<file path="src/source/pid_pkg.sv">
package pid_pkg;

	////////////////////////////////////////////////////////////////////////////
	// loop dimensions
	////////////////////////////////////////////////////////////////////////////
	localparam int N_CH     = 2;	// pid channels, channel i feeds dac channel i
	localparam int W_SAMPLE = 18;	// converted adc word
	localparam int W_EP     = 16;	// config port word
	localparam int W_COMP   = 64;	// pid sum and integral
	localparam int W_MLT    = 10;	// opp multiplier, signed
	localparam int W_DAC    = 16;	// dac code
	localparam int W_PROD   = W_COMP + W_MLT;	// pid sum times multiplier, full width

	// datapath words
	typedef logic signed [W_SAMPLE-1:0] sample_t;
	typedef logic signed [W_EP-1:0]     coef_t;	// setpoint and gains
	typedef logic signed [W_COMP-1:0]   comp_t;
	typedef logic        [W_DAC-1:0]    dac_code_t;	// straight binary dac code

	// config register map
	typedef enum logic [3:0] {
		CFG_SETPOINT    = 4'd0,
		CFG_P_COEF      = 4'd1,
		CFG_I_COEF      = 4'd2,
		CFG_D_COEF      = 4'd3,
		CFG_MULTIPLIER  = 4'd4,
		CFG_RIGHT_SHIFT = 4'd5,
		CFG_OUT_MIN     = 4'd6,
		CFG_OUT_MAX     = 4'd7,
		CFG_OUT_INIT    = 4'd8,
		CFG_LOCK_EN     = 4'd9,	// one bit per channel
		CFG_CLEAR       = 4'd10	// immediate, no update needed
	} cfg_addr_e;

endpackage

</file>
<file path="src/source/pid_cfg_if.sv">
`timescale 1ns/1ps

interface pid_cfg_if import pid_pkg::*; ();

	// pid core settings
	coef_t setpoint;
	coef_t p_coef;
	coef_t i_coef;
	coef_t d_coef;
	logic [N_CH-1:0] clear;	// one cycle pulse per channel

	// output preprocessor settings
	logic signed [W_MLT-1:0] multiplier;
	logic [W_EP-1:0] right_shift;
	dac_code_t out_min;
	dac_code_t out_max;
	dac_code_t out_init;
	logic [N_CH-1:0] lock_en;	// level per channel

	modport ctrl (output setpoint, p_coef, i_coef, d_coef, clear,
		multiplier, right_shift, out_min, out_max, out_init, lock_en);
	modport core (input setpoint, p_coef, i_coef, d_coef, clear);
	modport opp (input multiplier, right_shift, out_min, out_max, out_init, lock_en);

endinterface

</file>
<file path="src/source/pid_core.sv">
`timescale 1ns/1ps

module pid_core import pid_pkg::*; (
	input  logic    clk50,
	input  logic    reset,
	input  sample_t sample,
	input  logic    sample_valid,
	input  logic    ch_clear,	// this channel's clear pulse
	pid_cfg_if.core cfg,
	output comp_t   sum,	// p*e + i*integral + d*de
	output logic    sum_valid	// one cycle after sample_valid
);

	comp_t error;	// setpoint - sample
	comp_t integral;
	comp_t integral_new;
	comp_t e_prev;	// error of last sample
	comp_t deriv;
	comp_t sum_next;

	////////////////////////////////////////////////////////////////////////////
	// combinational pid terms, all in full computation width
	////////////////////////////////////////////////////////////////////////////
	always_comb begin
		error        = comp_t'(cfg.setpoint) - comp_t'(sample);
		integral_new = integral + error;	// includes this sample
		deriv        = error - e_prev;
		sum_next     = comp_t'(cfg.p_coef) * error
			+ comp_t'(cfg.i_coef) * integral_new
			+ comp_t'(cfg.d_coef) * deriv;
	end

	// loop state
	always_ff @(posedge clk50) begin
		if (reset) begin
			integral  <= '0;
			e_prev    <= '0;
			sum_valid <= 1'b0;
		end else begin
			sum_valid <= sample_valid;
			if (ch_clear) begin	// clear beats a sample in the same cycle
				integral <= '0;
				e_prev   <= '0;
			end else if (sample_valid) begin
				integral <= integral_new;
				e_prev   <= error;
			end
		end
	end

	// result word
	always_ff @(posedge clk50) begin
		if (sample_valid)
			sum <= sum_next;
	end

endmodule

</file>
<file path="src/flat_wrapper.sv">
// flat-port wrapper written by rule: the top's interface ports become plain ports
module pid_core_flat import pid_pkg::*;
  (clk50, reset, sample, sample_valid, ch_clear, sum, sum_valid, cfg_setpoint, cfg_p_coef, cfg_i_coef, cfg_d_coef, cfg_clear);
  pid_cfg_if cfg_i ();
  input  logic clk50;
  input  logic reset;
  input  sample_t sample;
  input  logic sample_valid;
  input  logic ch_clear;
  output comp_t sum;
  output logic sum_valid;
  input wire logic [$bits(cfg_i.setpoint)-1:0] cfg_setpoint;
  input wire logic [$bits(cfg_i.p_coef)-1:0] cfg_p_coef;
  input wire logic [$bits(cfg_i.i_coef)-1:0] cfg_i_coef;
  input wire logic [$bits(cfg_i.d_coef)-1:0] cfg_d_coef;
  input wire logic [$bits(cfg_i.clear)-1:0] cfg_clear;
  assign cfg_i.setpoint = cfg_setpoint;
  assign cfg_i.p_coef = cfg_p_coef;
  assign cfg_i.i_coef = cfg_i_coef;
  assign cfg_i.d_coef = cfg_d_coef;
  assign cfg_i.clear = cfg_clear;
  pid_core u_core (.clk50(clk50), .reset(reset), .sample(sample), .sample_valid(sample_valid), .ch_clear(ch_clear), .cfg(cfg_i), .sum(sum), .sum_valid(sum_valid));
endmodule
</file>
<file path="config.mk">
export PLATFORM = sky130hd
export DESIGN_NAME = pid_core_flat
export DESIGN_NICKNAME = d
export VERILOG_FILES = /design/src/source/pid_pkg.sv /design/src/source/pid_cfg_if.sv /design/src/source/pid_core.sv /design/src/flat_wrapper.sv
export SDC_FILE = /design/constraint.sdc
export NUM_CORES = 2
export LEC_CHECK = 0
export BUFFER_PORTS_ARGS = -buffer_cell sky130_fd_sc_hd__buf_2
export CORE_MARGIN = 3
export CORE_UTILIZATION = 50
export DETAILED_ROUTE_END_ITERATION = 6
export PLACE_DENSITY = 0.66
export SLEW_MARGIN = 20
export SYNTH_ARGS = -nofsm -noshare
export SYNTH_HDL_FRONTEND = slang
export SYNTH_SLANG_ARGS = --single-unit
</file>
<file path="constraint.sdc">
create_clock -name clk50 -period 34.7 [get_ports clk50]
set_clock_uncertainty 0.2 [all_clocks]
set_input_delay 1.735 -clock clk50 [delete_from_list [all_inputs] [get_ports clk50]]
set_output_delay 1.735 -clock clk50 [all_outputs]
set_load 0.02 [all_outputs]
</file>
==> Word-level counts from Yosys, hierarchy flattened <==
Index checks and enable logic that the tools add are counted.
{ "op_classes": {"addsub": 5, "n_reduce_logical": 1, "n_mul": 3} }
{ "ops": {"columns": ["cell", "n"], "rows": [
  ["$add 64x64->64", 2],
  ["$mul 16x64->64", 2],
  ["$add 64x19->64", 1],
  ["$mul 16x19->35", 1],
  ["$sub 19x19->20", 1],
  ["$sub 16x18->19", 1],
  ["$reduce_or 2->1", 1]
]} }
{ "word_totals": {"wordCells": 13, "in_bits": 88, "ff_bits": 148} }

==> Logic depth before layout (Yosys ltp) <==
{ "logic_depth": {"ltp_word": 5, "mapped_depth": 69, "depth_no_buf": 68} }

==> Least setup slack after synthesis <==
OpenSTA, ideal clock, no wires.
{ "synth_path": {"path_type": "input-to-reg", "from": "input cfg_setpoint[0]", "to": "register u_core.sum[63] (data pin)", "setup_time_ns": 0.268, "path_buffers": 4, "t_arrival_ns": 18.725, "cell_stages": 60, "setup_slack_ns": 15.507, "cell_sequence": "inv_1 > ha_1 > inv_1 > fa_1 > a21oi_1 > nor2b_1 > a311oi_2 > a21oi_2 > a41oi_1 > a211oi_1 > o31ai_1 > a31oi_1 > inv_1 > buf_1 > nand2_1 > inv_1 > fa_1 > fa_1 > [... 24 more ...] > fa_1 > fa_1 > fa_1 > inv_1 > ha_1 > a21o_1 > nor3_1 > nand3_1 > a311o_2 > a31oi_2 > o31a_1 > a21oi_1 > a21oi_1 > xnor2_1 > xor3_1 > xor3_1 > xor2_1 > xnor3_1"} }
{ "synth_via": {"elab_chain_len": 5, "word_cells_on_any_way": 8, "classes_between": "5 x add/sub; 3 x mul"} }
{ "synth_rtl": {"columns": ["element", "line", "source"], "rows": [
  ["start, declared", "flat_wrapper.sv:12", "input wire logic [$bits(cfg_i.setpoint)-1:0] cfg_setpoint;"],
  ["$sub 16x18->19 *", "pid_core.sv:25", "error = comp_t'(cfg.setpoint) - comp_t'(sample);"],
  ["net u_core.error[18]", "pid_core.sv:14", "comp_t error;"],
  ["$add 64x19->64", "pid_core.sv:26", "integral_new = integral + error;"],
  ["$mul 16x64->64", "pid_core.sv:29", "+ comp_t'(cfg.i_coef) * integral_new"],
  ["$add 64x64->64", "pid_core.sv:29", null],
  ["$add 64x64->64 *", "pid_core.sv:30", "+ comp_t'(cfg.d_coef) * deriv;"],
  ["net u_core.sum_next[63]", "pid_core.sv:19", "comp_t sum_next;"],
  ["end signal, assigned", "pid_core.sv:54", "sum <= sum_next;"],
  ["end, declared", "pid_core.sv:10", "output comp_t sum,"]
]} }
Mark *: on every way through the listed nets, which the timed path passes. The rest lies on a longest branch.
A chain may end at the register's enable or synchronous reset.

==> Final worst setup path <==
{ "layout_path": {"from": "input sample[1]", "to": "register u_core.sum[63] (data pin)"} }
{ "layout_via": {"elab_chain_len": 5, "word_cells_on_any_way": 8, "classes_between": "5 x add/sub; 3 x mul"} }
{ "layout_rtl": {"columns": ["element", "line", "source"], "rows": [
  ["start, declared", "flat_wrapper.sv:7", "input sample_t sample;"],
  ["$sub 16x18->19 *", "pid_core.sv:25", null],
  ["$add 64x19->64", "pid_core.sv:26", null],
  ["$mul 16x64->64", "pid_core.sv:29", null],
  ["$add 64x64->64", "pid_core.sv:29", null],
  ["$add 64x64->64 *", "pid_core.sv:30", null],
  ["net u_core.sum_next[63]", "pid_core.sv:19", null]
]} }
Marks and branches as above.

==> results.tsv <==
stage	metric	value	unit
clocking	cts_num_sinks	148	
sta	whs	0.294	ns
floorplan	start_util	0.506	
sta	fin_tns_setup	0	ns
clocking	clk_path_buf_depth	2	
critical_path	cpMostUsedCell	fa_1	
critical_path	cp_slowest_stage_delay	0.71	ns
finish	syn_to_final_growth	5.36	%
finish	drive_gt1_frac	0.0484	
global_routing	grt_pass1_wl	276000	um
global_routing	grt_pass1_vias	51700	
drt	drt.antenna.violating_nets	0	
synthesis	synthesis.area	64900	um^2
drt	initialDrtViolationCount	2818	
synthesis	avgSynthCellArea	9.11	um^2
floorplan	die_w	366	um
critical_path	worstPathRequired	34.79	ns
drt	wirelength	167000	um
synthesis	syn_inst	7121	
sta	fin_crit	20.70	ns
placed_design	port_buffers	150	
synthesis	ys_warn_count	0	
global_routing	grt_max_degree	99	
synthesis	synth_edf_count	64	
critical_path	end_kind	flip-flop	
clocking	ctsHtreeMaxLevel	4	
finish	post-route-util	0.533	
global_routing	track_usage	0.261	
placed_design	dp.cells	8827	
floorplan	rows	131	
sta	fmax	0.0483	GHz
synthesis	synth_flop_cell	dfxtp_1	
clocking	cts_resized	0	
global_routing	antenna_found_initial	6	
synthesis	ys_ff_latch	148	
sta	worst_pin_slew	1.17	ns
placed_design	place_congestion	0.881	
critical_path	cpMaxStageDelayCell	fa_2	
critical_path	setup.worst_path.start_class	input pin	
floorplan	die_h	366	um
floorplan	die_area	134000	um^2
clocking	cts.root.buffer_cell	clkbuf_16	
drt	first_pass_iters	5	
clocking	clk_pin_slew_worst_paths	0.08	ns
flow_run	drv_cap	0	
sta	finalSetupViolations	0	
sta	rsz0062_at_grt	false	
critical_path	crit_fanout	25	
floorplan	core_area	128000	um^2
critical_path	worstSetupPathType	in2reg	
clocking	cts_buffers	17	
synthesis	ys_types	83	
sta	hold_violations	0	
clocking	post_cts_buffers	0	
finish	nFillCells	11700	
drt	drc_errors	0	
clocking	cts_tree	built	
sta	max_slew_margin	0.218	
synthesis	seq_area_frac_synth	0.0555	
clocking	hold_buffers	0	
outcome	status	complete, no violations	
sta	slew_viol_final	0	
placed_design	dp_hpwl	136000	um
drt	wl_per_cell	18.9	um
finish	finalNonFillerCells	8863	
sta	fin_crit_sh	0.597	
finish	final-seq-area	3600	um^2
critical_path	cp.arrival	20.79	ns
drt	vias_per_cell	5.30	
floorplan	boundaryPins	153	
synthesis	syn_nets	9244	
finish	finalNetCount	9240	
clocking	clk_latency	0.55	ns
finish	multi_input_comb_area	53600	um^2
synthesis	synthArstFlopShare	0	
drt	vias	47000	
worst_hold_path	hold_path_class	reg2reg	
global_routing	grt_overflow	0	
==> registers in the layout, indices dropped and copies added (netlist names) <==
| signal | count |
|---|---|
| u_core.integral | 64 |
| u_core.sum | 64 |
| u_core.e_prev | 19 |
| u_core.sum_valid | 1 |
==> cells in the mapped netlist (all sizes together) (5+ instances only) <==
library cell / n / area share
xnor2: 182 / 0.025
o21a: 29 / 0.0034
nor2b: 60 / 0.0058
edfxtp: 64 / 0.030
a211oi: 23 / 0.0028
nand2: 1106 / 0.064
dfxtp: 84 / 0.026
or3: 9 / 0.00087
xor2: 54 / 0.0074
a41oi: 6 / 0.00081
o21ai: 89 / 0.0069
nand4: 15 / 0.0014
a21o: 88 / 0.010
mux2i: 78 / 0.012
o31ai: 5 / 0.00058
buf: 12 / 0.00075
o21bai: 58 / 0.0067
and3: 28 / 0.0027
a21boi: 14 / 0.0016
nand3b: 14 / 0.0016
or2: 8 / 0.00077
ha: 410 / 0.079
nand2b: 84 / 0.0081
nand3: 38 / 0.0032
and4: 7 / 0.00094
o211ai: 14 / 0.0017
a311oi: 5 / 0.00077
a21oi: 157 / 0.012
inv: 1791 / 0.10
nor2: 186 / 0.011
nor3: 38 / 0.0030
clkbuf: 276 / 0.016
and2: 370 / 0.036
a31oi: 21 / 0.0021
or4: 6 / 0.00075
fa: 1625 / 0.50
==> metrics by stage <==
stage / instance area (um^2) / worst slack, ns
2_1_floorplan: 64900 / 15.51
3_3_place_gp: 67800 / 13.65
3_5_place_dp: 67800 / 13.42
4_1_cts: 68400 / 13.99
5_1_grt: 68400 / 12.98
6_report: 68400 / 14.00
==> final cells by class <==
cell class / instances / area share
Antenna cell: 4 / 0.000146
Tap cell: 1729 / 0.0316
Inverter: 1793 / 0.0984
Timing Repair Buffer: 265 / 0.0240
Clock buffer: 20 / 0.00715
Sequential cell: 148 / 0.0527
Multi-Input combinational cell: 4892 / 0.784
Clock inverter: 12 / 0.00172
==> cells in the final DEF, fill, tap and decap left out, types with 77 or more instances in the layout <==
cell / Yosys / layout
inv_1: 1791 / 1790
o21ai_0: 83 / 82
nor2_1: 186 / 185
ha_1: 410 / 410
buf_4: 0 / 116
nand2_1: 1106 / 1106
and2_1: 369 / 369
a21oi_1: 156 / 155
nand2b_1: 84 / 84
buf_2: 3 / 147
fa_1: 1625 / 1624
mux2i_1: 78 / 77
a21o_1: 88 / 88
dfxtp_1: 84 / 84
xnor2_1: 181 / 173
==> critical path, delay by kind of cell <==
kind                     cells  cell delay, ns
XOR/XNOR                     6            1.59
AND/OR/NAND/NOR              5            1.69
buffers and inverters       11            1.12
adder cells (fa/ha/maj)     17            8.07
multiplexers                 1            0.19
AO/OA/AOI/OAI               23            6.31
==> worst paths after layout <==
path,slack (ns),start,cells past startpoint,endpoint
worst min register to register,0.29,u_core.e_prev[0],2,u_core.e_prev[0]
worst min-delay path,0.29,u_core.e_prev[0],2,u_core.e_prev[0]
worst max-delay path,14.00,sample[1],63,u_core.sum[63]
worst max register to register,21.01,u_core.e_prev[0],42,u_core.sum[63]
==> routing by layer <==
metal  track usage  wire length (um)
met1         0.337             68600
met3        0.0467             11300
met5             0                 7
met4        0.0794              5090
met2         0.448             82200
==> cell families after synthesis <==
group | synth area share
buf+inv | 0.120
fa+ha+maj | 0.580
simple gates | 0.141
compound gates | 0.0566
xor+xnor | 0.0342
flops | 0.0555
mux | 0.0120
Power is not shown: default switching activity piles up to over one toggle a cycle in this logic, so the estimate is an artifact.
