File: src/source/pid_pkg.sv
package pid_pkg;

	////////////////////////////////////////////////////////////////////////////
	// loop dimensions
	////////////////////////////////////////////////////////////////////////////
	localparam int N_CH     = 2;	// pid channels, channel i feeds dac channel i
	localparam int W_SAMPLE = 18;	// converted adc word
	localparam int W_EP     = 16;	// config port word
	localparam int W_COMP   = 64;	// pid sum and integral
	localparam int W_MLT    = 10;	// opp multiplier, signed
	localparam int W_DAC    = 16;	// dac code
	localparam int W_PROD   = W_COMP + W_MLT;	// pid sum times multiplier, full width

	// datapath words
	typedef logic signed [W_SAMPLE-1:0] sample_t;
	typedef logic signed [W_EP-1:0]     coef_t;	// setpoint and gains
	typedef logic signed [W_COMP-1:0]   comp_t;
	typedef logic        [W_DAC-1:0]    dac_code_t;	// straight binary dac code

	// config register map
	typedef enum logic [3:0] {
		CFG_SETPOINT    = 4'd0,
		CFG_P_COEF      = 4'd1,
		CFG_I_COEF      = 4'd2,
		CFG_D_COEF      = 4'd3,
		CFG_MULTIPLIER  = 4'd4,
		CFG_RIGHT_SHIFT = 4'd5,
		CFG_OUT_MIN     = 4'd6,
		CFG_OUT_MAX     = 4'd7,
		CFG_OUT_INIT    = 4'd8,
		CFG_LOCK_EN     = 4'd9,	// one bit per channel
		CFG_CLEAR       = 4'd10	// immediate, no update needed
	} cfg_addr_e;

endpackage

File: src/source/dac_pkg.sv
package dac_pkg;

	// dac8568 frame timing
	localparam int W_FRAME      = 32;	// one input shift register load
	localparam int FRAME_CYCLES = 2 * W_FRAME;	// sclk at half of clk50
	localparam int GAP_CYCLES   = 2;	// min nsync high between frames
	localparam int W_BITCNT     = $clog2(FRAME_CYCLES);
	localparam int W_GAPCNT     = $clog2(GAP_CYCLES + 1);

	localparam logic [3:0] CMD_WRITE_UPDATE = 4'd3;	// write input reg n, update dac n

	// command word as the part reads it, db31 first
	typedef struct packed {
		logic [3:0]  prefix;	// always zero
		logic [3:0]  control;
		logic [3:0]  address;	// dac channel a..h
		logic [15:0] data;
		logic [3:0]  feature;	// only setup commands use it
	} dac_cmd_t;

	typedef union packed {
		dac_cmd_t           cmd;	// built field by field
		logic [W_FRAME-1:0] raw;	// shifted out msb first
	} dac_word_u;

	// internal reference on, static mode
	localparam dac_cmd_t CMD_REF_SETUP = '{
		prefix: 4'h0, control: 4'h8, address: 4'h0, data: 16'h0000, feature: 4'h1
	};

endpackage

File: src/source/dac_writer.sv
`timescale 1ns/1ps

module dac_writer import pid_pkg::*, dac_pkg::*; (
	input  logic      clk50,
	input  logic      reset,
	input  dac_code_t code [N_CH],	// one code per channel
	input  logic      code_valid [N_CH],
	output logic      dac_nsync,
	output logic      dac_sclk,
	output logic      dac_din	// changes on rising sclk, part samples on falling
);

	dac_code_t pend_code [N_CH];	// latest value wins
	logic      pend_flag [N_CH];
	logic      ref_pend;	// reference setup owed since reset

	logic [$clog2(N_CH)-1:0] sel_ch;	// lowest pending channel
	logic                    sel_valid;
	logic                    start;

	dac_word_u           word;
	logic [W_FRAME-1:0]  shift_reg;
	logic                busy;	// nsync low
	logic [W_BITCNT-1:0] bit_cnt;	// half sclk periods in frame
	logic [W_GAPCNT-1:0] gap_cnt;	// idle cycles still owed

	////////////////////////////////////////////////////////////////////////////
	// arbitration and command build
	////////////////////////////////////////////////////////////////////////////
	always_comb begin
		sel_valid = 1'b0;
		sel_ch    = '0;
		for (int i = N_CH - 1; i >= 0; i--) begin	// last hit is lowest index
			if (pend_flag[i]) begin
				sel_valid = 1'b1;
				sel_ch    = ($clog2(N_CH))'(i);
			end
		end
		if (ref_pend) begin
			word.cmd = CMD_REF_SETUP;
		end else begin
			word.cmd.prefix  = 4'h0;
			word.cmd.control = CMD_WRITE_UPDATE;
			word.cmd.address = 4'(sel_ch);
			word.cmd.data    = pend_code[sel_ch];
			word.cmd.feature = 4'h0;
		end
	end

	assign start = !busy && gap_cnt == '0 && (ref_pend || sel_valid);

	always_ff @(posedge clk50) begin
		for (int i = 0; i < N_CH; i++) begin
			if (code_valid[i])
				pend_code[i] <= code[i];
		end
	end

	always_ff @(posedge clk50) begin
		if (reset) begin
			ref_pend <= 1'b1;
			for (int i = 0; i < N_CH; i++)
				pend_flag[i] <= 1'b0;
		end else begin
			if (start)
				ref_pend <= 1'b0;
			for (int i = 0; i < N_CH; i++) begin
				if (code_valid[i])	// fresh code stays pending even if sent now
					pend_flag[i] <= 1'b1;
				else if (start && !ref_pend && sel_ch == i)
					pend_flag[i] <= 1'b0;
			end
		end
	end

	////////////////////////////////////////////////////////////////////////////
	// serial framing
	////////////////////////////////////////////////////////////////////////////
	always_ff @(posedge clk50) begin
		if (reset) begin
			busy      <= 1'b0;
			bit_cnt   <= '0;
			gap_cnt   <= '0;
			dac_nsync <= 1'b1;
			dac_sclk  <= 1'b0;
			dac_din   <= 1'b0;
		end else if (start) begin
			busy      <= 1'b1;
			bit_cnt   <= '0;
			dac_nsync <= 1'b0;
			dac_sclk  <= 1'b1;	// first rising edge carries db31
			dac_din   <= word.raw[W_FRAME-1];
		end else if (busy) begin
			if (bit_cnt == W_BITCNT'(FRAME_CYCLES - 1)) begin	// 32nd falling edge done
				busy      <= 1'b0;
				gap_cnt   <= W_GAPCNT'(GAP_CYCLES);
				dac_nsync <= 1'b1;
				dac_sclk  <= 1'b0;
				dac_din   <= 1'b0;
			end else begin
				bit_cnt  <= bit_cnt + 1'b1;
				dac_sclk <= ~dac_sclk;
				if (!dac_sclk)
					dac_din <= shift_reg[W_FRAME-1];
			end
		end else if (gap_cnt != '0) begin
			gap_cnt <= gap_cnt - 1'b1;
		end
	end

	// frame bits, msb leaves first
	always_ff @(posedge clk50) begin
		if (start)
			shift_reg <= word.raw << 1;
		else if (busy && !dac_sclk)
			shift_reg <= shift_reg << 1;
	end

endmodule

File: config.mk
export PLATFORM = sky130hd
export DESIGN_NAME = dac_writer
export DESIGN_NICKNAME = d
export VERILOG_FILES = /design/src/source/pid_pkg.sv /design/src/source/dac_pkg.sv /design/src/source/dac_writer.sv
export SDC_FILE = /design/constraint.sdc
export NUM_CORES = 1
export LEC_CHECK = 0
export BUFFER_PORTS_ARGS = -buffer_cell sky130_fd_sc_hd__buf_2
export CAP_MARGIN = 20
export CORE_UTILIZATION = 45
export DETAILED_ROUTE_END_ITERATION = 12
export HOLD_SLACK_MARGIN = 0.15
export PLACE_DENSITY = 0.68
export REMOVE_ABC_BUFFERS = 1
export SLEW_MARGIN = 20
export SYNTH_ARGS = -nofsm -noshare
export SYNTH_HDL_FRONTEND = slang
export SYNTH_SLANG_ARGS = --single-unit
File: constraint.sdc
create_clock -name clk50 -period 3.2 [get_ports clk50]
set_clock_uncertainty 0.1 [all_clocks]
set_input_delay 0.64 -clock clk50 [delete_from_list [all_inputs] [get_ports clk50]]
set_output_delay 0.64 -clock clk50 [all_outputs]
set_load 0.1 [all_outputs]
# == Yosys cells after proc, flatten, opt, wreduce, memory -nomap -nowiden ==
# Memories as Yosys holds them, arrays and structs flattened.
# Index checks and enable logic that the tools add are counted.
# classes
n_mux,44
bitwise_logic,8
eq_ne,3
reduce_logical,21
add_sub_neg,2
# ops
op,n
$mux 32,2
$mux 1,38
$mux 28,1
$reduce_bool 2->1,5
$add 6x1->6 const B,1
$eq 6x6->1 const B,1
$logic_and 1x1->1,6
$mux 2,3
$reduce_and 2->1,3
$not 1->1,4
$or 1x1->1,4
$logic_not 1->1,3
$ne 3x1->1 const B,1
$reduce_and 3->1,1
$logic_not 2->1,1
$ne 2x1->1 const B,1
$reduce_or 2->1,1
$sub 2x1->2 const B,1
$logic_or 1x1->1,1
# word_totals
reg_bits,44
ramBits,34
wordCells,88
n_memories,2
inputBits,36
# memory_table
memory,depth,word_bits,rd,rd_ports_with_merged_regs,wr,line,source
pend_code,2,16,1,0,2,dac_writer.sv:13,dac_code_t pend_code [N_CH];
pend_flag,2,1,2,0,2,dac_writer.sv:14,logic pend_flag [N_CH];

# == Depth between registers and ports, before layout ==
# An unclocked memory read counts as a cell.
# depth
depth_word,12
mapped_depth,8
ltp_nobuf,5

# == Worst setup path before layout ==
# OpenSTA, ideal clock, no wires.
# synth_timing
kind,register -> register
startpoint,register dac_sclk
endpoint,"register shift_reg[10], enable pin"
arrival_time_ps,2251
stages_incl_launch_ff,2
n_path_buf,0
required_time_ps,2677
slack_ps,426
cell_sequence,dfxtp_1 -> o21ai_1
# synth_via
elab_chain_cells,3
# synth_rtl
element,line,source
"start, declared",dac_writer.sv:9,"output logic dac_sclk,"
"start signal, assigned",dac_writer.sv:102,dac_sclk <= ~dac_sclk;
$logic_not 1->1,dac_writer.sv:115,else if (busy && !dac_sclk)
$logic_and 1x1->1,dac_writer.sv:115,
$reduce_bool 2->1 (no source line),n/a,
"end signal, assigned",dac_writer.sv:114,shift_reg <= word.raw << 1;
"end signal, assigned",dac_writer.sv:116,shift_reg <= shift_reg << 1;
"end, declared",dac_writer.sv:22,logic [W_FRAME-1:0] shift_reg;
# No other way between the ends.
# A chain may end at the register's enable or synchronous reset.

# == Worst setup path after layout ==
# layout_timing
startpoint,register ref_pend
endpoint,"register shift_reg[21], enable pin"
# layout_via
elab_chain_cells,3
# layout_rtl
element,line,source
"start, declared",dac_writer.sv:15,logic ref_pend;
"start signal, assigned",dac_writer.sv:61,ref_pend <= 1'b1;
"start signal, assigned",dac_writer.sv:66,ref_pend <= 1'b0;
$logic_or 1x1->1,dac_writer.sv:50,assign start = !busy && gap_cnt == '0 && (ref_pend || sel_valid);
$logic_and 1x1->1,dac_writer.sv:50,
$reduce_bool 2->1 (no source line),n/a,
# No other way between the ends.

==> flow_summary.ini <==
[floorplan]
dieArea_mm2 = 0.00755
die_x_um = 86.9
fp.coreArea_mm2 = 0.00687
initial_core_util_pct = 47.2
die_h_um = 86.9
io_pins = 39
rows = 30

[critical_path]
required_ns = 3.11
end_kind = flip-flop
cp-start-kind = flip-flop
arrival_ns = 1.91
worstSetupPathType = reg2reg
cp_max_fo = 31

[sta]
fmax_mhz = 500
finalCritPeriodShare_pct = 62.5
hold_viol = 0
post-route-min-period_ns = 2.00
hold_ws_ns = 0.360
drv_slew = 0
tightestPinTransition_ns = 0.527
grt_setup_unrepaired = false
maxSlewHeadroom_pct = 64.8
finalSetupViolCount = 0

[route]
antenna_left = 0
routed.top_layer = met4
vias = 1885
routedWlPerCell_um = 14.4
drt-initial-drc-count = 114
met2_wirelength_um = 2320
viasPerCell = 5.19
firstDrtPassIters = 4
wirelength_um = 5220
met3_length_um = 222
drc = 0
wl_met1_um = 2600

[clock_network]
cts_resized = 0
cts_max_level = 3
cts_hold_buffers = 0
path_clk_slew_ns = 0.08
cts.sinks = 78
cts_root_buffer = clkbuf_8
ctsLongestPathBuffers = 2
post_cts.repair.setup_buffers = 0
clk_latency_ns = 0.35
cts-buffers-inserted = 9
tritoncts = yes

[cells_and_area]
layout-drive-gt1-share_pct = 27.3
largest_reg_flops = 32
fin_nets = 300
diodes = 0
area_delta_synth_final_pct = 14.4
fillers = 580
multiInputGateArea_um2 = 922
ff_latch_area_mm2 = 0.00220

[power_and_ir_drop]
finalPower_w = 0.00337
irDropWorstVdd_mv = 0.329
p_int_w = 0.00228
p_sw_share_pct = 32.3
power_density_mw_per_mm2 = 908
p_clk_share_pct = 23.0
power_switching_w = 0.00109
pwr-share-comb_pct = 28.7
p_leak_nw = 1.34
pwr-share-seq_pct = 48.3

[yosys]
ys_async_sr_fraction_pct = 0
ys.flop_type = edfxtp_1
synth_edf_count = 64
synth_cells = 222
ys_types = 41
synth_largest_area_cell = edfxtp_1
yosysTopAreaCellShare_pct = 59.2
netlist_top_cells_area = edfxtp_1 59%, dfxtp_1 8.6%, mux2i_1 5.6%
ys_ff_latch = 78
yosysSeqAreaShare_pct = 67.9
netlist_area_mm2 = 0.00324
yosysWarningCount = 0
avgSynthCellArea_um2 = 14.6

[place]
gp_congestion = 0.739
detailed_place_hpwl_um = 3290
io_buffers = 38

[global_routing]
grt_usage_pct = 16.2
grt_max_degree = 32
antenna_found_initial = 0
grt_pass1_wl_um = 8970
grt_pass1_vias = 1898
overflow = 0

[run]
max_cap_viol_count = 0

[worst_hold_path]
hp-class = reg2reg

[run_status]
status = complete, no violations
-- power groups by stage --
stage	sequential [W]	combinational, W	clock [W]
after floorplan	0.00175	0.000580	0
after global placement	0.00164	0.000958	0
after detailed placement	0.00165	0.000980	0
after CTS	0.00163	0.000981	0.000796
after global routing	0.00166	0.00108	0.000830
final	0.00163	0.000966	0.000775
-- worst paths after layout --
| kind | start | end | slack, ns | depth (start not counted) |
|---|---|---|---|---|
| worst max-delay path | ref_pend | shift_reg[21] | 1.20 | 5 |
| worst min-delay path | dac_nsync | dac_nsync | 0.36 | 1 |
| worst max register to register | ref_pend | shift_reg[21] | 1.20 | 5 |
| worst min register to register | dac_nsync | dac_nsync | 0.36 | 1 |
-- cell type report --
class	count	share of cell area (%)
tap	96	3.24
clock inverter	5	1.99
multi-input combinational	122	24.8
clock buffer	11	3.54
timing repair buffer	44	6.34
sequential	78	59.3
inverter	7	0.708
-- worst max-delay path: stages, from the launching register on --
cell	delay, ns
dfxtp_1	0.32
buf_4	0.31
nor3_2	0.10
or2_1	0.34
o21ai_2	0.10
buf_4	0.37
-- layer usage --
layer  GRT usage (%)  up-vias
met2            26.0       44
met5               0        -
met3            5.40        7
met1            19.9      896
met4            7.27        0
li1                -      938
-- layout by cell type (no fill, tap or decap), types with 2 or more instances in the layout --
master | netlist | layout
o21ai_1 | 3 | 2
a21oi_1 | 7 | 7
o31ai_2 | 13 | 13
inv_1 | 6 | 6
ha_1 | 2 | 2
bufinv_16 | 0 | 2
buf_2 | 3 | 38
buf_4 | 0 | 6
a2111oi_0 | 2 | 2
mux2i_1 | 18 | 18
clkinv_1 | 1 | 2
o31ai_1 | 4 | 4
clkbuf_8 | 0 | 9
dfxtp_1 | 14 | 14
nor2_1 | 3 | 3
nand3_1 | 3 | 3
and3_1 | 2 | 2
nand2b_1 | 2 | 2
o21ai_0 | 20 | 20
and2_1 | 11 | 11
nand2_1 | 4 | 4
o211ai_1 | 6 | 6
and4_1 | 2 | 2
clkbuf_1 | 5 | 2
clkinv_2 | 0 | 2
a31oi_1 | 2 | 2
edfxtp_1 | 64 | 64
a21o_1 | 3 | 3
-- Yosys cell counts (all sizes together), types with 2 or more instances --
library cell  count
a31oi             2
buf              10
o211ai            6
nand2b            2
dfxtp            14
and2             11
mux2i            18
and3              2
nor3              2
nand2             4
inv               6
o21ai            23
clkbuf            5
nor2              3
edfxtp           64
a2111oi           2
a21o              3
a21oi             7
ha                2
and4              2
o31ai            17
nand3             3
-- kinds of logic (layout without fill, tap and decap cells) --
group / Yosys count / after routing / synth area share (%)
and+or+nand+nor: 37 / 37 / 7.06
buffers and inverters: 22 / 67 / 3.82
adders and majority gates: 2 / 2 / 0.771
DFF: 78 / 78 / 67.9
AOI/OAI and AO/OA: 65 / 65 / 14.9
muxes: 18 / 18 / 5.55
-- metrics by stage --
stage	std cells	util (%)	TNS [ns]	area (um^2)	worst slack [ns]
6_report	363	54.0	0	3710	1.20
5_1_grt	363	54.0	0	3710	1.03
4_1_cts	363	54.0	0	3710	1.18
3_5_place_dp	347	51.0	0	3510	1.19
3_3_place_gp	347	51.0	0	3510	1.24
2_1_floorplan	207	-	-12.90	3150	-0.416
No activity file was read; power rests on OpenSTA's default activity.
