## src/source/pid_pkg.sv

```systemverilog
package pid_pkg;

	////////////////////////////////////////////////////////////////////////////
	// loop dimensions
	////////////////////////////////////////////////////////////////////////////
	localparam int N_CH     = 2;	// pid channels, channel i feeds dac channel i
	localparam int W_SAMPLE = 18;	// converted adc word
	localparam int W_EP     = 16;	// config port word
	localparam int W_COMP   = 64;	// pid sum and integral
	localparam int W_MLT    = 10;	// opp multiplier, signed
	localparam int W_DAC    = 16;	// dac code
	localparam int W_PROD   = W_COMP + W_MLT;	// pid sum times multiplier, full width

	// datapath words
	typedef logic signed [W_SAMPLE-1:0] sample_t;
	typedef logic signed [W_EP-1:0]     coef_t;	// setpoint and gains
	typedef logic signed [W_COMP-1:0]   comp_t;
	typedef logic        [W_DAC-1:0]    dac_code_t;	// straight binary dac code

	// config register map
	typedef enum logic [3:0] {
		CFG_SETPOINT    = 4'd0,
		CFG_P_COEF      = 4'd1,
		CFG_I_COEF      = 4'd2,
		CFG_D_COEF      = 4'd3,
		CFG_MULTIPLIER  = 4'd4,
		CFG_RIGHT_SHIFT = 4'd5,
		CFG_OUT_MIN     = 4'd6,
		CFG_OUT_MAX     = 4'd7,
		CFG_OUT_INIT    = 4'd8,
		CFG_LOCK_EN     = 4'd9,	// one bit per channel
		CFG_CLEAR       = 4'd10	// immediate, no update needed
	} cfg_addr_e;

endpackage

```

## src/source/pid_cfg_if.sv

```systemverilog
`timescale 1ns/1ps

interface pid_cfg_if import pid_pkg::*; ();

	// pid core settings
	coef_t setpoint;
	coef_t p_coef;
	coef_t i_coef;
	coef_t d_coef;
	logic [N_CH-1:0] clear;	// one cycle pulse per channel

	// output preprocessor settings
	logic signed [W_MLT-1:0] multiplier;
	logic [W_EP-1:0] right_shift;
	dac_code_t out_min;
	dac_code_t out_max;
	dac_code_t out_init;
	logic [N_CH-1:0] lock_en;	// level per channel

	modport ctrl (output setpoint, p_coef, i_coef, d_coef, clear,
		multiplier, right_shift, out_min, out_max, out_init, lock_en);
	modport core (input setpoint, p_coef, i_coef, d_coef, clear);
	modport opp (input multiplier, right_shift, out_min, out_max, out_init, lock_en);

endinterface

```

## src/source/output_preprocessor.sv

```systemverilog
`timescale 1ns/1ps

module output_preprocessor import pid_pkg::*; (
	input  logic      clk50,
	input  logic      reset,
	input  comp_t     sum,
	input  logic      sum_valid,
	input  logic      ch_lock,	// loop closed on this channel
	pid_cfg_if.opp    cfg,
	output dac_code_t code,
	output logic      code_valid	// one cycle after sum_valid
);

	logic signed [W_PROD-1:0] product;
	logic signed [W_PROD-1:0] scaled;
	logic signed [W_PROD-1:0] value;
	logic signed [W_PROD-1:0] init_ext;	// limits widened, read as unsigned
	logic signed [W_PROD-1:0] min_ext;
	logic signed [W_PROD-1:0] max_ext;
	dac_code_t code_next;

	always_comb begin
		init_ext = {{(W_PROD - W_DAC){1'b0}}, cfg.out_init};
		min_ext  = {{(W_PROD - W_DAC){1'b0}}, cfg.out_min};
		max_ext  = {{(W_PROD - W_DAC){1'b0}}, cfg.out_max};
		product  = W_PROD'(sum) * W_PROD'(cfg.multiplier);	// signed, cannot overflow
		scaled   = product >>> cfg.right_shift;
		value    = ch_lock ? init_ext + scaled : init_ext;	// unlocked parks at out_init
		// clamp, min checked first
		if (value < min_ext)
			code_next = cfg.out_min;
		else if (value > max_ext)
			code_next = cfg.out_max;
		else
			code_next = value[W_DAC-1:0];
	end

	always_ff @(posedge clk50) begin
		if (reset)
			code_valid <= 1'b0;
		else
			code_valid <= sum_valid;
	end

	always_ff @(posedge clk50) begin
		if (sum_valid)
			code <= code_next;
	end

endmodule

```

## src/flat_wrapper.sv

```systemverilog
// flat-port wrapper written by rule: the top's interface ports become plain ports
module output_preprocessor_flat import pid_pkg::*;
  (clk50, reset, sum, sum_valid, ch_lock, code, code_valid, cfg_multiplier, cfg_right_shift, cfg_out_min, cfg_out_max, cfg_out_init, cfg_lock_en);
  pid_cfg_if cfg_i ();
  input  logic clk50;
  input  logic reset;
  input  comp_t sum;
  input  logic sum_valid;
  input  logic ch_lock;
  output dac_code_t code;
  output logic code_valid;
  input wire logic [$bits(cfg_i.multiplier)-1:0] cfg_multiplier;
  input wire logic [$bits(cfg_i.right_shift)-1:0] cfg_right_shift;
  input wire logic [$bits(cfg_i.out_min)-1:0] cfg_out_min;
  input wire logic [$bits(cfg_i.out_max)-1:0] cfg_out_max;
  input wire logic [$bits(cfg_i.out_init)-1:0] cfg_out_init;
  input wire logic [$bits(cfg_i.lock_en)-1:0] cfg_lock_en;
  assign cfg_i.multiplier = cfg_multiplier;
  assign cfg_i.right_shift = cfg_right_shift;
  assign cfg_i.out_min = cfg_out_min;
  assign cfg_i.out_max = cfg_out_max;
  assign cfg_i.out_init = cfg_out_init;
  assign cfg_i.lock_en = cfg_lock_en;
  output_preprocessor u_core (.clk50(clk50), .reset(reset), .sum(sum), .sum_valid(sum_valid), .ch_lock(ch_lock), .cfg(cfg_i), .code(code), .code_valid(code_valid));
endmodule
```

## config.mk

```make
export PLATFORM = sky130hd
export DESIGN_NAME = output_preprocessor_flat
export DESIGN_NICKNAME = d
export VERILOG_FILES = /design/src/source/pid_pkg.sv /design/src/source/pid_cfg_if.sv /design/src/source/output_preprocessor.sv /design/src/flat_wrapper.sv
export SDC_FILE = /design/constraint.sdc
export NUM_CORES = 2
export LEC_CHECK = 0
export BUFFER_PORTS_ARGS = -buffer_cell sky130_fd_sc_hd__clkbuf_2
export CELL_PAD_IN_SITES_DETAIL_PLACEMENT = 1
export CELL_PAD_IN_SITES_GLOBAL_PLACEMENT = 2
export CORE_UTILIZATION = 30
export CTS_BUF_LIST = sky130_fd_sc_hd__clkbuf_8
export DETAILED_ROUTE_END_ITERATION = 10
export PLACE_DENSITY = 0.74
export SLEW_MARGIN = 10
export SYNTH_ARGS = -nofsm -noshare
export SYNTH_HDL_FRONTEND = slang
export SYNTH_SLANG_ARGS = --single-unit
```

## constraint.sdc

```tcl
create_clock -name clk50 -period 16.48 [get_ports clk50]
set_input_delay 0 -clock clk50 [delete_from_list [all_inputs] [get_ports clk50]]
set_output_delay 0 -clock clk50 [all_outputs]
set_load 0.02 [all_outputs]
```

### Yosys cells after proc, flatten, opt, wreduce, memory -nomap -nowiden

Index checks and enable logic that the tools add are counted.

* register bits after elaboration: 17
* input port bits: 144
* output and inout port bits: 17
* word-level logic and storage cells: 10

* add/subtract/negate cells: 1
* $mul: 1
* order comparisons: 2
* shift-type cells: 1
* mux-type cells: 3

Operators with widths (number)
* adder 17 x 74 -> 74 bit: 1
* > comparator 74 x 17 -> 1 bit: 1
* less-than comparator 74 x 17 -> 1 bit: 1
* multiplier 64 x 10 -> 74 bit: 1
* 2-to-1 mux 74 bit: 1
* >>> shifter 74 x 16 -> 74 bit: 1
* 2-to-1 mux 16 bit: 2

### Longest topological paths before layout

* depth in word-level cells: 7
* gate-level depth with buffers: 63
* depth with buffers taken out: 55

### Worst setup path after synthesis

No wires, ideal clock.

* kind: input port to flip-flop
* start: input port cfg_multiplier[3]
* end: register u_core.code[10], data pin
* setup time: 0.259 ns
* arrival time: 12.092 ns
* data required time: 16.221 ns
* path slack: 4.129 ns
* stages: 56
* buffers on the path: 6
* cells stage by stage: clkbuf_1 > clkbuf_1 > nand2_1 > fa_1 > inv_1 > fa_1 > inv_1 > fa_1 > inv_1 > fa_1 > inv_1 > fa_1 > inv_1 > ha_1 > a21oi_1 > a21o_1 > a211oi_2 > nor3_4 > [20 not listed] > o21bai_1 > a21oi_1 > o21ai_0 > a31o_2 > a31oi_1 > nor2_1 > o21ai_0 > nor2b_1 > or2_2 > or4b_4 > nor4_1 > a211o_1 > or4_4 > nor4_4 > a31o_2 > buf_4 > a221o_1 > mux2i_1

* word-level cells in the longest chain between the ends: 7
* elaborated cells between the ends (all ways): 8
* classes of those cells: add/sub: 1; mul: 1; order compare: 2; shift: 1; mux: 3

RTL lines
* start: declaration: RTL line flat_wrapper.sv:12 `input wire logic [$bits(cfg_i.multiplier)-1:0] cfg_multiplier;`
* multiplier 64 x 10 -> 74 bit *: RTL line output_preprocessor.sv:26 `product = W_PROD'(sum) * W_PROD'(cfg.multiplier);`
* >>> shifter 74 x 16 -> 74 bit *: RTL line output_preprocessor.sv:27 `scaled = product >>> cfg.right_shift;`
* adder 17 x 74 -> 74 bit *: RTL line output_preprocessor.sv:28 `value = ch_lock ? init_ext + scaled : init_ext;`
* 2-to-1 mux 74 bit *: RTL line output_preprocessor.sv:28
* > comparator 74 x 17 -> 1 bit: RTL line output_preprocessor.sv:32 `else if (value > max_ext)`
* 2-to-1 mux 16 bit: RTL line output_preprocessor.sv:32
* 2-to-1 mux 16 bit *: RTL line output_preprocessor.sv:30 `if (value < min_ext)`
* via u_core.code_next[10]: RTL line output_preprocessor.sv:20 `dac_code_t code_next;`
* end signal: assignment: RTL line output_preprocessor.sv:47 `code <= code_next;`
* end: declaration: RTL line output_preprocessor.sv:10 `output dac_code_t code,`

Mark *: on every way through the listed nets, which the timed path passes. The rest lies on a longest branch.
A chain may end at the register's enable or synchronous reset.

### Final worst setup path

* start: input port cfg_multiplier[1]
* end: register u_core.code[14], data pin

Same word-level chain as after synthesis.

==> impl_metrics.yaml <==
logic_synthesis:
  synth_enable_flop_cells: 16
  ys_seq_area_share_pct: 1.320
  ys.flop_type: "edfxtp_1"
  synthesis.nets: 5998
  synth-async-reset-ratio_pct: 0
  synthCells: 5126
  ys_seq_elements: 17
  syn_area_um2: 37900
  yosysWarnings: 0
  post_synth_num_cell_types: 119
  postSynthAreaPerCell_um2: 7.394
drt:
  wl_met2_mm: 82.50
  dr.first_iter.drc_count: 3676
  wl_met1_mm: 79.36
  first_pass_iters: 7
  viasPerCell: 6.052
  finalWirelength_mm: 179.6
  met3_wirelength_mm: 11.85
  ant_nets: 0
  dr.max_layer_used: "met4"
  via_count: 40590
  drc: 0
  avgRoutedWirePerCell_um: 26.77
timing:
  setup_violations: 0
  tns_ns: 0
  tightest_slew_ns: 1.513
  max_freq_ghz: 0.06690
  rsz0062_at_grt: "false"
  period_minus_slack_ns: 14.95
  fin_hold_ws_ns: 0.09238
  post-route-period-util_pct: 90.70
  relSlewSlack_pct: -3.471
  hold_viol: 0
  slew_violations: 2
clock_tree:
  cts_resized: 0
  holdBufCountCts: 1
  clock-root-buffer: "clkbuf_8"
  cts_sinks: 17
  cts_setup_buffers: 0
  path_clk_slew_ns: 0.07
  cts_tree: "built"
  htree_num_levels: 1
  cts_max_path_buffers: 2
  cts-buffers-inserted: 3
min_path:
  hold_path_depth: 3
  hold-path-endpoint: "u_core.code[0]"
  hold_start: "cfg_out_min[0]"
  hp-class: "in2reg"
floorplan:
  start_util_pct: 30.22
  die_w_um: 357.4
  core_um2: 125400
  fp.dieArea_um2: 127800
  die_h_um: 357.4
  num_rows: 130
  io_pins: 161
worst_setup_path:
  cp_max_fo: 38
  crit_path_frequent_cell: "fa_1"
  crit_path_start_kind: "input port"
  required_ns: 16.42
  slowest_delay_ns: 0.71
  crit_arrival_ns: 14.89
  endpoint_kind: "flop"
  crit_start: "cfg_multiplier[1]"
  cp_top_family: "compound AO/OA/AOI/OAI gates"
  critical_path_class: "in2reg"
  critical_path_buf_inv_count: 8
  crit_slowest_cell: "nor3_4"
placement:
  numPortBuffers: 158
  dp_hpwl_mm: 148.8
  place.gp.congestion: 1.033
global_routing:
  grt_antenna_before_repair: 0
  overflow: 0
  track_usage_pct: 27.79
  grt_start_max_net_pins: 65
  grt_pass1_wl_mm: 273.4
  grt_pass1_vias: 42400
finish:
  nets: 5928
  drive_gt1_share_pct: 8.546
  area_delta_synth_final_pct: 6.507
  fin_util_pct: 32.19
outcome:
  violations: "capacitance limit, slew limit"
  status: "finished, violations left"
flow_run:
  drv_cap: 1
-- cells in the mapped netlist, types with 22 or more instances --
cell type	number	area [µm²]
a2111oi_0	26	227.7
a211o_1	27	236.5
a211oi_1	83	623.1
a21o_1	64	480.5
a21oi_1	250	1251
a221o_1	33	330.3
a221oi_1	29	254.0
a22oi_1	22	165.2
a31oi_1	65	406.6
and2_1	266	1664
and3_1	38	237.7
and4_1	23	201.4
buf_1	51	191.4
buf_2	63	315.3
clkbuf_1	241	904.6
fa_1	524	10490
ha_1	204	2552
inv_1	544	2042
mux2i_1	64	640.6
nand2_1	692	2597
nand2b_1	31	193.9
nand3_1	105	525.5
nand4_1	108	675.7
nor2_1	381	1430
nor3_1	126	630.6
nor4_1	54	337.8
o2111ai_1	34	297.8
o211ai_1	63	473.0
o21a_1	56	420.4
o21ai_0	179	895.9
o21ai_1	36	180.2
o221ai_1	22	192.7
o22ai_1	40	250.2
o31ai_1	47	352.8
or3_1	34	212.7
xnor2_1	43	376.6
-- tightest hold or removal path, delay by kind of cell --
| family | cells | cell delay, ns |
|---|---|---|
| buf+inv | 2 | 0.12 |
| mux | 1 | 0.11 |
-- flip-flops by register name, indices dropped and copies added (netlist names) --
register,cells
u_core.code_valid,1
u_core.code,16
-- placed cells by master (no fill, tap or decap), types with 26 or more instances in the layout --
| cell type | count |
|---|---|
| xnor2_1 | 42 |
| a211o_1 | 27 |
| nand2_1 | 692 |
| a211oi_1 | 83 |
| a31oi_1 | 65 |
| nand4_1 | 108 |
| fa_1 | 524 |
| nor4_1 | 52 |
| a221oi_1 | 29 |
| o21ai_1 | 36 |
| a21oi_1 | 250 |
| o211ai_1 | 63 |
| o21ai_0 | 179 |
| a2111oi_0 | 26 |
| nor2_1 | 380 |
| mux2i_1 | 64 |
| o21a_1 | 56 |
| a21o_1 | 64 |
| o2111ai_1 | 34 |
| buf_4 | 133 |
| o31ai_1 | 47 |
| clkbuf_2 | 154 |
| or3_1 | 34 |
| ha_1 | 204 |
| and2_1 | 266 |
| nor3_1 | 124 |
| and3_1 | 38 |
| o22ai_1 | 40 |
| a221o_1 | 33 |
| inv_1 | 542 |
| nand2b_1 | 31 |
| nand3_1 | 105 |
-- cells by family (layout without fill, tap and decap cells) --
logic type | Yosys count | in the layout | share of synthesized area [%]
other cells | 0 | 2 | 0
buf+inv | 909 | 838 | 9.339
compound gates | 1360 | 1360 | 25.79
flops | 17 | 17 | 1.320
fa+ha+maj | 728 | 728 | 34.41
simple gates | 1967 | 1967 | 25.31
xor+xnor | 64 | 64 | 1.538
mux | 81 | 81 | 2.284
-- final cells by class --
type / count / area [µm²]
Clock inverter: 1 / 5.005
Inverter: 545 / 2046
Antenna cell: 2 / 5.005
Fill cell: 15450 / 85040
Timing Repair Buffer: 289 / 1784
Tap cell: 1650 / 2064
Sequential cell: 17 / 500.5
Multi-Input combinational cell: 4200 / 33920
Clock buffer: 3 / 41.29
-- metal layers --
| metal | up-vias | GRT usage, % |
|---|---|---|
| met5 | - | 0 |
| met4 | 0 | 8.034 |
| met3 | 299 | 3.245 |
| met2 | 1559 | 46.07 |
| met1 | 20800 | 37.78 |
| li1 | 17930 | - |
-- metrics by stage --
stage | setup slack (ns) | instances | cell area (µm²)
floorplan | 4.129 | 5126 | 37900
global placement | 1.587 | 6700 | 40310
detailed placement | 1.536 | 6700 | 40310
CTS | 1.753 | 6705 | 40360
global route | 0.7386 | 6705 | 40360
finish | 1.532 | 6707 | 40370
-- how the worst max path moves through the flow --
stage                            endpoint  slack [ns]  cells after the start
after global routing      u_core.code[12]        0.74                     43
after global placement    u_core.code[14]        1.59                     47
after floorplan           u_core.code[10]        4.13                     56
final                     u_core.code[14]        1.53                     48
after CTS                 u_core.code[14]        1.75                     47
after detailed placement  u_core.code[14]        1.54                     47
Power is not shown: default switching activity piles up to over one toggle a cycle in this logic, so the estimate is an artifact.
